`config.mk`:
```
export PLATFORM = sky130hd
export DESIGN_NAME = ising_core
export DESIGN_NICKNAME = d
export VERILOG_FILES = /design/src/design/ising_pkg.sv /design/src/design/readout_pkg.sv /design/src/design/weight_regs.sv /design/src/design/coupled_cell.sv /design/src/design/oscillator_array.sv /design/src/design/phase_readout.sv /design/src/design/ising_core.sv
export SDC_FILE = /design/constraint.sdc
export NUM_CORES = 1
export LEC_CHECK = 0
export ABC_AREA = 0
export BUFFER_PORTS_ARGS = -buffer_cell sky130_fd_sc_hd__buf_2
export CAP_MARGIN = 20
export CORE_AREA = 2 2 137 139
export CTS_CLUSTER_DIAMETER = 50
export DETAILED_ROUTE_END_ITERATION = 10
export DIE_AREA = 0 0 139 141
export HOLD_SLACK_MARGIN = 0.03
export PLACE_DENSITY_LB_ADDON = 0.15
export SETUP_SLACK_MARGIN = 0.05
export SYNTH_ARGS = -nofsm -noshare
export SYNTH_HDL_FRONTEND = slang
export SYNTH_SLANG_ARGS = --single-unit
```
`constraint.sdc`:
```
create_clock -name clk -period 4.5 [get_ports clk]
set_input_delay 0.675 -clock clk [delete_from_list [all_inputs] [get_ports clk]]
set_output_delay 0.675 -clock clk [all_outputs]
set_load 0.02 [all_outputs]
```
`src/design/ising_pkg.sv`:
```
/* Array size, coupling weight codes and delay depth for the oscillator array */
`default_nettype none

package ising_pkg;

    // Number of oscillators, also the side of the square coupling array
    localparam int num_spins = 4;

    // Width of a row or column index
    localparam int idx_w = 2;

    // Clocked stages per delay chain inside one cell
    localparam int delay_depth = 3;

    // Coupling weight codes, from strongest negative to strongest positive
    // Codes 5 to 7 carry no meaning and behave as w_zero
    typedef enum logic [2:0] {
        w_neg2 = 3'd0,
        w_neg1 = 3'd1,
        w_zero = 3'd2,
        w_pos1 = 3'd3,
        w_pos2 = 3'd4
    } weight_e;

endpackage

`default_nettype wire

```
`src/design/readout_pkg.sv`:
```
/* Readout state encoding, run lengths and counter sizing */
`default_nettype none

package readout_pkg;

    // Cycles the array runs freely before the phase is sampled
    localparam int settle_cycles = 64;

    // Number of cycles over which phase agreement is counted
    localparam int window_cycles = 32;

    // Wide enough for the longer of the two runs above
    localparam int cnt_w = 7;

    typedef logic [cnt_w-1:0] cnt_t;

    // Run sequencing
    typedef enum logic [2:0] {
        st_idle,
        st_load,
        st_settle,
        st_sample,
        st_done
    } rd_state_e;

endpackage

`default_nettype wire

```
`src/design/weight_regs.sv`:
```
/* Coupling weight storage, one code per array cell, written by a plain strobe */
`default_nettype none
`timescale 1ns/10ps

module weight_regs (
    input  logic                                clk,
    input  logic                                rst_n,
    input  logic                                wr_en,
    input  logic [ising_pkg::idx_w-1:0]         wr_row,
    input  logic [ising_pkg::idx_w-1:0]         wr_col,
    input  ising_pkg::weight_e                  wr_weight,
    output ising_pkg::weight_e [ising_pkg::num_spins*ising_pkg::num_spins-1:0] weights
);

    ising_pkg::weight_e wr_code;

    // Out of range codes are folded to zero coupling before storage
    assign wr_code = (wr_weight > ising_pkg::w_pos2) ? ising_pkg::w_zero : wr_weight;

    // Flat index is row * num_spins + column
    for (genvar r = 0; r < ising_pkg::num_spins; r++) begin : g_row
        for (genvar c = 0; c < ising_pkg::num_spins; c++) begin : g_col
            always_ff @(posedge clk) begin
                if (!rst_n) begin
                    weights[r*ising_pkg::num_spins+c] <= ising_pkg::w_zero;
                end else if (wr_en && (wr_row == ising_pkg::idx_w'(r))
                             && (wr_col == ising_pkg::idx_w'(c))) begin
                    weights[r*ising_pkg::num_spins+c] <= wr_code;
                end
            end
        end
    end

    // A write with an unknown address would corrupt an unpredictable cell
    a_wr_addr_known: assert property (
        @(posedge clk) disable iff (!rst_n)
        wr_en |-> !$isunknown({wr_row, wr_col})
    );

endmodule

`default_nettype wire

```
`src/design/coupled_cell.sv`:
```
/* Coupling cell with clocked source and destination delay chains and
   weight dependent tap selection */
`default_nettype none
`timescale 1ns/10ps

module coupled_cell (
    input  logic               clk,
    input  logic               rst_n,
    input  logic               run,
    input  logic               load,
    input  logic               load_s,
    input  logic               load_d,
    input  ising_pkg::weight_e weight,
    input  logic               sin,
    input  logic               din,
    output logic               sout,
    output logic               dout
);

    logic [ising_pkg::delay_depth-1:0] s_q;
    logic [ising_pkg::delay_depth-1:0] d_q;
    logic mismatch;
    logic neg2, neg1, pos1, pos2;
    logic slow1, slow2;

    // One hot decode of the weight, illegal codes hit nothing
    assign neg2 = (weight == ising_pkg::w_neg2);
    assign neg1 = (weight == ising_pkg::w_neg1);
    assign pos1 = (weight == ising_pkg::w_pos1);
    assign pos2 = (weight == ising_pkg::w_pos2);

    // Compare first stages so no path runs from an output back to a select
    assign mismatch = s_q[0] ^ d_q[0];

    // Positive coupling delays on mismatch, negative coupling delays on match
    // Both chains see the same stages, so one select serves both
    assign slow1 = (neg1 & ~mismatch) | (pos1 & mismatch);
    assign slow2 = (neg2 & ~mismatch) | (pos2 & mismatch);

    // Stage 0 takes the input, higher stages follow
    always_ff @(posedge clk) begin
        if (!rst_n) begin
            s_q <= '0;
            d_q <= '0;
        end else if (load) begin
            s_q <= {ising_pkg::delay_depth{load_s}};
            d_q <= {ising_pkg::delay_depth{load_d}};
        end else if (run) begin
            s_q <= {s_q[ising_pkg::delay_depth-2:0], sin};
            d_q <= {d_q[ising_pkg::delay_depth-2:0], din};
        end
    end

    // Longest tap when slowed by two, middle tap when slowed by one
    assign sout = slow2 ? s_q[ising_pkg::delay_depth-1] :
                  slow1 ? s_q[1] :
                          s_q[0];

    assign dout = slow2 ? d_q[ising_pkg::delay_depth-1] :
                  slow1 ? d_q[1] :
                          d_q[0];

    // Readout never presets the chains while they advance
    a_load_run_excl: assert property (
        @(posedge clk) disable iff (!rst_n)
        !(load && run)
    );

endmodule

`default_nettype wire

```
`src/design/oscillator_array.sv`:
```
/* N by N coupling array, ring closure through an inversion and ring presets */
`default_nettype none
`timescale 1ns/10ps

module oscillator_array (
    input  logic                               clk,
    input  logic                               rst_n,
    input  logic                               run,
    input  logic                               load,
    input  logic [ising_pkg::num_spins-1:0]    init_level,
    input  ising_pkg::weight_e [ising_pkg::num_spins*ising_pkg::num_spins-1:0] weights,
    output logic [ising_pkg::num_spins-1:0]    osc
);

    localparam int n = ising_pkg::num_spins;

    // Indexed [row][column]
    logic [n-1:0][n-1:0] s_in;
    logic [n-1:0][n-1:0] s_out;
    logic [n-1:0][n-1:0] d_in;
    logic [n-1:0][n-1:0] d_out;

    for (genvar r = 0; r < n; r++) begin : g_row
        for (genvar c = 0; c < n; c++) begin : g_col

            // Source chain of ring r enters row r from the bottom of column r
            if (c == 0) begin : g_s_head
                assign s_in[r][c] = d_out[n-1][r];
            end else begin : g_s_link
                assign s_in[r][c] = s_out[r][c-1];
            end

            // Destination chain of ring c enters column c inverted from the end of row c
            if (r == 0) begin : g_d_head
                assign d_in[r][c] = ~s_out[c][n-1];
            end else begin : g_d_link
                assign d_in[r][c] = d_out[r-1][c];
            end

            // Source chain belongs to ring r, destination chain to ring c
            coupled_cell u_cell (
                .clk    (clk),
                .rst_n  (rst_n),
                .run    (run),
                .load   (load),
                .load_s (init_level[r]),
                .load_d (init_level[c]),
                .weight (weights[r*n+c]),
                .sin    (s_in[r][c]),
                .din    (d_in[r][c]),
                .sout   (s_out[r][c]),
                .dout   (d_out[r][c])
            );
        end

        // Each ring is observed at its own diagonal cell
        assign osc[r] = s_out[r][r];
    end

endmodule

`default_nettype wire

```
`src/design/phase_readout.sv`:
```
/* Run sequencer with phase agreement counters and spin decision */
`default_nettype none
`timescale 1ns/10ps

module phase_readout (
    input  logic                             clk,
    input  logic                             rst_n,
    input  logic                             start,
    input  logic [ising_pkg::num_spins-1:0]  osc,
    output logic                             run,
    output logic                             load,
    output logic                             busy,
    output logic                             done,
    output logic [ising_pkg::num_spins-2:0]  spins
);

    readout_pkg::rd_state_e state_q;
    readout_pkg::cnt_t      seq_cnt_q;
    readout_pkg::cnt_t [ising_pkg::num_spins-1:1] match_q;
    readout_pkg::cnt_t [ising_pkg::num_spins-1:1] match_nxt;
    logic [ising_pkg::num_spins-2:0] spin_dec;
    logic settle_end;
    logic window_end;

    assign settle_end = (seq_cnt_q == readout_pkg::cnt_t'(readout_pkg::settle_cycles - 1));
    assign window_end = (seq_cnt_q == readout_pkg::cnt_t'(readout_pkg::window_cycles - 1));

    // Agreement with oscillator 0 counted including the current cycle
    // Mostly in phase means spin 0, otherwise spin 1
    always_comb begin
        for (int k = 1; k < ising_pkg::num_spins; k++) begin
            match_nxt[k] = match_q[k] + readout_pkg::cnt_t'(osc[k] == osc[0]);
            spin_dec[k-1] = (match_nxt[k] <=
                             readout_pkg::cnt_t'(readout_pkg::window_cycles / 2));
        end
    end

    always_ff @(posedge clk) begin
        if (!rst_n) begin
            state_q   <= readout_pkg::st_idle;
            seq_cnt_q <= '0;
            match_q   <= '0;
            spins     <= '0;
        end else begin
            case (state_q)
                // Start is only seen here, so a pulse during a run is dropped
                readout_pkg::st_idle: begin
                    if (start) begin
                        state_q <= readout_pkg::st_load;
                    end
                end
                readout_pkg::st_load: begin
                    state_q   <= readout_pkg::st_settle;
                    seq_cnt_q <= '0;
                    match_q   <= '0;
                end
                readout_pkg::st_settle: begin
                    if (settle_end) begin
                        state_q   <= readout_pkg::st_sample;
                        seq_cnt_q <= '0;
                    end else begin
                        seq_cnt_q <= seq_cnt_q + readout_pkg::cnt_t'(1);
                    end
                end
                readout_pkg::st_sample: begin
                    match_q <= match_nxt;
                    if (window_end) begin
                        state_q <= readout_pkg::st_done;
                        // Result becomes visible together with done
                        spins   <= spin_dec;
                    end else begin
                        seq_cnt_q <= seq_cnt_q + readout_pkg::cnt_t'(1);
                    end
                end
                readout_pkg::st_done: begin
                    state_q <= readout_pkg::st_idle;
                end
                default: begin
                    state_q <= readout_pkg::st_idle;
                end
            endcase
        end
    end

    // Array advances through settle and sample, held otherwise
    assign load = (state_q == readout_pkg::st_load);
    assign run  = (state_q == readout_pkg::st_settle) || (state_q == readout_pkg::st_sample);
    assign busy = (state_q != readout_pkg::st_idle);
    assign done = (state_q == readout_pkg::st_done);

    // Done is a single cycle marker, never two in a row
    a_done_pulse: assert property (
        @(posedge clk) disable iff (!rst_n)
        done |=> !done
    );

endmodule

`default_nettype wire

```
`src/design/ising_core.sv`:
```
/* Ising core top level with weight storage, oscillator array and readout */
`default_nettype none
`timescale 1ns/10ps

module ising_core (
    input  logic                             clk,
    input  logic                             rst_n,
    input  logic                             wr_en,
    input  logic [ising_pkg::idx_w-1:0]      wr_row,
    input  logic [ising_pkg::idx_w-1:0]      wr_col,
    input  ising_pkg::weight_e               wr_weight,
    input  logic                             start,
    input  logic [ising_pkg::num_spins-1:0]  init_level,
    output logic                             busy,
    output logic                             done,
    output logic [ising_pkg::num_spins-2:0]  spins
);

    ising_pkg::weight_e [ising_pkg::num_spins*ising_pkg::num_spins-1:0] weights;
    logic run;
    logic load;
    logic [ising_pkg::num_spins-1:0] osc;

    weight_regs u_weight_regs (
        .clk       (clk),
        .rst_n     (rst_n),
        .wr_en     (wr_en),
        .wr_row    (wr_row),
        .wr_col    (wr_col),
        .wr_weight (wr_weight),
        .weights   (weights)
    );

    // Rings preset straight from the start level on the load cycle
    oscillator_array u_oscillator_array (
        .clk        (clk),
        .rst_n      (rst_n),
        .run        (run),
        .load       (load),
        .init_level (init_level),
        .weights    (weights),
        .osc        (osc)
    );

    phase_readout u_phase_readout (
        .clk   (clk),
        .rst_n (rst_n),
        .start (start),
        .osc   (osc),
        .run   (run),
        .load  (load),
        .busy  (busy),
        .done  (done),
        .spins (spins)
    );

endmodule

`default_nettype wire

```
==> qor.yml <==
area_delta_synth_final_pct: 6.16
synth_edf_count: 0
crit_chain: "xnor2_1 > xnor2_1 > nor4_1 > a311oi_2 > xnor2_1 > ha_1 > ha_1 > a2111oi_0 > a21oi_1 > o221ai_1 > nand3b_1 > o22ai_1"
clkTransAtPathRegs_ps: 70
multiInputGateArea_sq_mm: 0.00567
rsz0062_at_grt: "no"
grt_max_degree: 56
grt_pass1_vias: 7960
drt.antenna.violating_nets: 0
via_count: 8761
drt-pass1-iter-count: 5
vias_per_cell: 5.98
slew_headroom_pct: 34.0
arrival_ps: 3660
postCtsHoldBufs: 0
finClkSkew_ps: 10.4
syn_nets: 1302
synth.top_cell.area_share_pct: 36.4
drt-met1-wl_um: 11700
die_h_um: 141
reg2reg_to: "u_phase_readout.spins[2]$_SDFFE_PN0P_"
globalplace.congestion: 0.830
synthMuxAreaShare_pct: 3.98
path_buf_inv: 0
grt.total_usage_pct: 25.2
max_stage_delay_ps: 570
final_nets: 1240
top_layer: "met4"
critPathLaunchType: "register"
coreArea_sq_mm: 0.0183
clockBufferDepth: 2
synth_area_leaders: "dfxtp_1 (36%), o21ai_0 (6.9%), nand2_1 (6.1%)"
antenna_cells: 0
synthXorXnorAreaFrac_pct: 5.54
synth_seq_cells: 178
ff_latch_area_sq_mm: 0.00356
critPathSlowestCell: "a311oi_2"
required_ps: 4860
dieWidth_um: 139
switching_power_uw: 1210
synth_flop_cell: "dfxtp_1"
hold_viol_final: 0
worstMarginPinSlew_ps: 988
tns_ps: 0
grt_pass1_wl_um: 40500
worst_path_most_repeated_cell: "xnor2_1"
crit_fanout: 8
worstRegToRegCells: 12
yosysWarnings: 0
fmax_mhz: 303
synth_top_area_cell: "dfxtp_1"
synth_cell_types: 65
clk_latency_ps: 440
cts_resized: 0
place_area_sq_mm: 0.00979
dr_wl_met3_um: 1020
fillers: 1708
holdPathStages: 2
p_seq_share_pct: 46.8
drive_above_1_share_pct: 6.82
yosys.area_share.adder_pct: 0.895
crit_type: "register to register"
grt_overflow: 0
finalPower_uw: 3980
hp-class: "register to register"
routedWlPerCell_um: 16.7
synthArstFlopShare_pct: 0
switching_share_pct: 30.3
maxSlewViolCount: 0
cap_violations: 0
yosys.area_share.simple_pct: 22.7
cts_setup_buffers: 0
drc: 0
min_period_ps: 3300
status: "complete, no violations"
finalSetupViolCount: 0
critical_path.top_delay_family: "compound AO/OA/AOI/OAI gates"
endpoint_kind: "register"
leakagePower_uw: 0.00374
synth_top_family_by_area: "compound AO/OA/AOI/OAI gates"
syn_inst: 1280
met2_length_um: 11300
row_count: 50
cts_buffers: 17
synth_area_per_cell_sq_um: 7.64
postRouteWirelength_um: 24500
pin_count: 20
cts-root-buf: "clkbuf_16"
cts-htree-levels: 4
power.density_mw_per_mm2: 383
p_clk_share_pct: 38.4
drtIter0Drc: 814
syn_area_sq_mm: 0.00978
clkSinkCount: 178
power_frac_comb_pct: 14.7
post-route-period-util_pct: 73.3
r2r_slack_ps: 1200
portBuffers: 19
stdcell_area_sq_mm: 0.0104
irDropWorstVdd_v: 0.000246
die_area_sq_mm: 0.0196
ys_seq_area_share_pct: 36.4
start_util_pct: 53.6
antenna_found_initial: 0
internal-power_uw: 2770
cts_tree: "done"
dp.final_hpwl_um: 15400
synth-compound-area-share_pct: 24.7
==> sequential cells by signal, summed over array words and instances (netlist names) <==
register,cells
u_phase_readout.spins,3
u_weight_regs.weights,48
u_phase_readout.state_q,3
u_phase_readout.seq_cnt_q,7
u_phase_readout.match_q,21
u_oscillator_array.g_row.g_col.u_cell.d_q,48
u_oscillator_array.g_row.g_col.u_cell.s_q,48
==> cell usage in the layout, fill, tap and decap left out, drive strengths merged, types with 13 or more instances in the layout <==
cell type    n
dfxtp      178
nand2      160
o21ai      135
nor2       113
a21oi      113
nor2b       55
xnor2       39
mux2i       34
nor3        32
o22ai       30
buf         30
inv         29
nand2b      28
nand3       23
a21boi      17
clkbuf      17
xor2        15
a31oi       15
or3         13
==> cells in the mapped netlist, types with 8 or more instances <==
| cell type | number |
|---|---|
| dfxtp_1 | 178 |
| nand2_1 | 159 |
| o21ai_0 | 134 |
| a21oi_1 | 113 |
| nor2_1 | 113 |
| clkbuf_1 | 89 |
| nor2b_1 | 55 |
| xnor2_1 | 39 |
| mux2i_1 | 34 |
| nor3_1 | 32 |
| o22ai_1 | 30 |
| nand2b_1 | 28 |
| nand3_1 | 23 |
| inv_1 | 21 |
| a21boi_0 | 17 |
| a31oi_1 | 15 |
| xor2_1 | 15 |
| buf_2 | 14 |
| or3_1 | 12 |
| nor3b_1 | 11 |
| o2111ai_1 | 11 |
| a22oi_1 | 9 |
| a41oi_1 | 9 |
| nor4_1 | 9 |
| a2bb2oi_1 | 8 |
==> worst min-delay path, cell delays in order (launching register included) <==
cell and delay (ps):
dfxtp_1 320, nand2_1 60, a21oi_1 60
==> cell type report <==
class	count	area share [%]
multi-input cells	969	54.6
flip-flops and latches	178	34.3
clock buffers	17	4.10
well taps	234	2.82
repair buffers	30	1.73
clock inverters	15	1.64
inverters	22	0.795
==> routing by layer <==
layer | vias up | GRT usage (%)
li1 | 4378 | -
met1 | 4147 | 34.4
met2 | 202 | 40.6
met3 | 34 | 3.60
met4 | 0 | 9.52
met5 | - | 0
==> cell families after synthesis <==
family	after synthesis
xor gates and xnor gates	57
AOI/OAI and AO/OA	398
adders and majority gates	7
buffers and inverters	133
muxes	38
DFF	178
and+or+nand+nor	469
==> metrics by stage <==
step	instances	hold WS, ps	worst slack, ps	utilization, %
final	1465	470	1200	56.9
after global routing	1465	497	859	56.9
after CTS	1465	467	1150	56.9
after detailed placement	1433	455	1230	53.6
after global placement	1433	458	1320	53.6
after floorplan	1280	430	1680	-
==> how the worst max path moves through the flow <==
stage                   from                                    end  slack [ps]  cells after the start
finish              register  u_phase_readout.spins[2]$_SDFFE_PN0P_        1200                     12
global route        register  u_phase_readout.spins[2]$_SDFFE_PN0P_         860                     12
CTS                 register  u_phase_readout.spins[2]$_SDFFE_PN0P_        1150                     12
detailed placement  register  u_phase_readout.spins[2]$_SDFFE_PN0P_        1230                     12
global placement    register  u_phase_readout.spins[2]$_SDFFE_PN0P_        1320                     12
floorplan           register  u_phase_readout.spins[2]$_SDFFE_PN0P_        1680                     13
==> power by group through the flow <==
stage	Clock [uW]	Combinational [uW]	Sequential, uW
final	1530	586	1860
after global routing	1610	665	1880
after CTS	1550	587	1860
after detailed placement	0	583	1890
after global placement	0	573	1890
after floorplan	0	550	1780
Power figures use the tool's default switching activity.
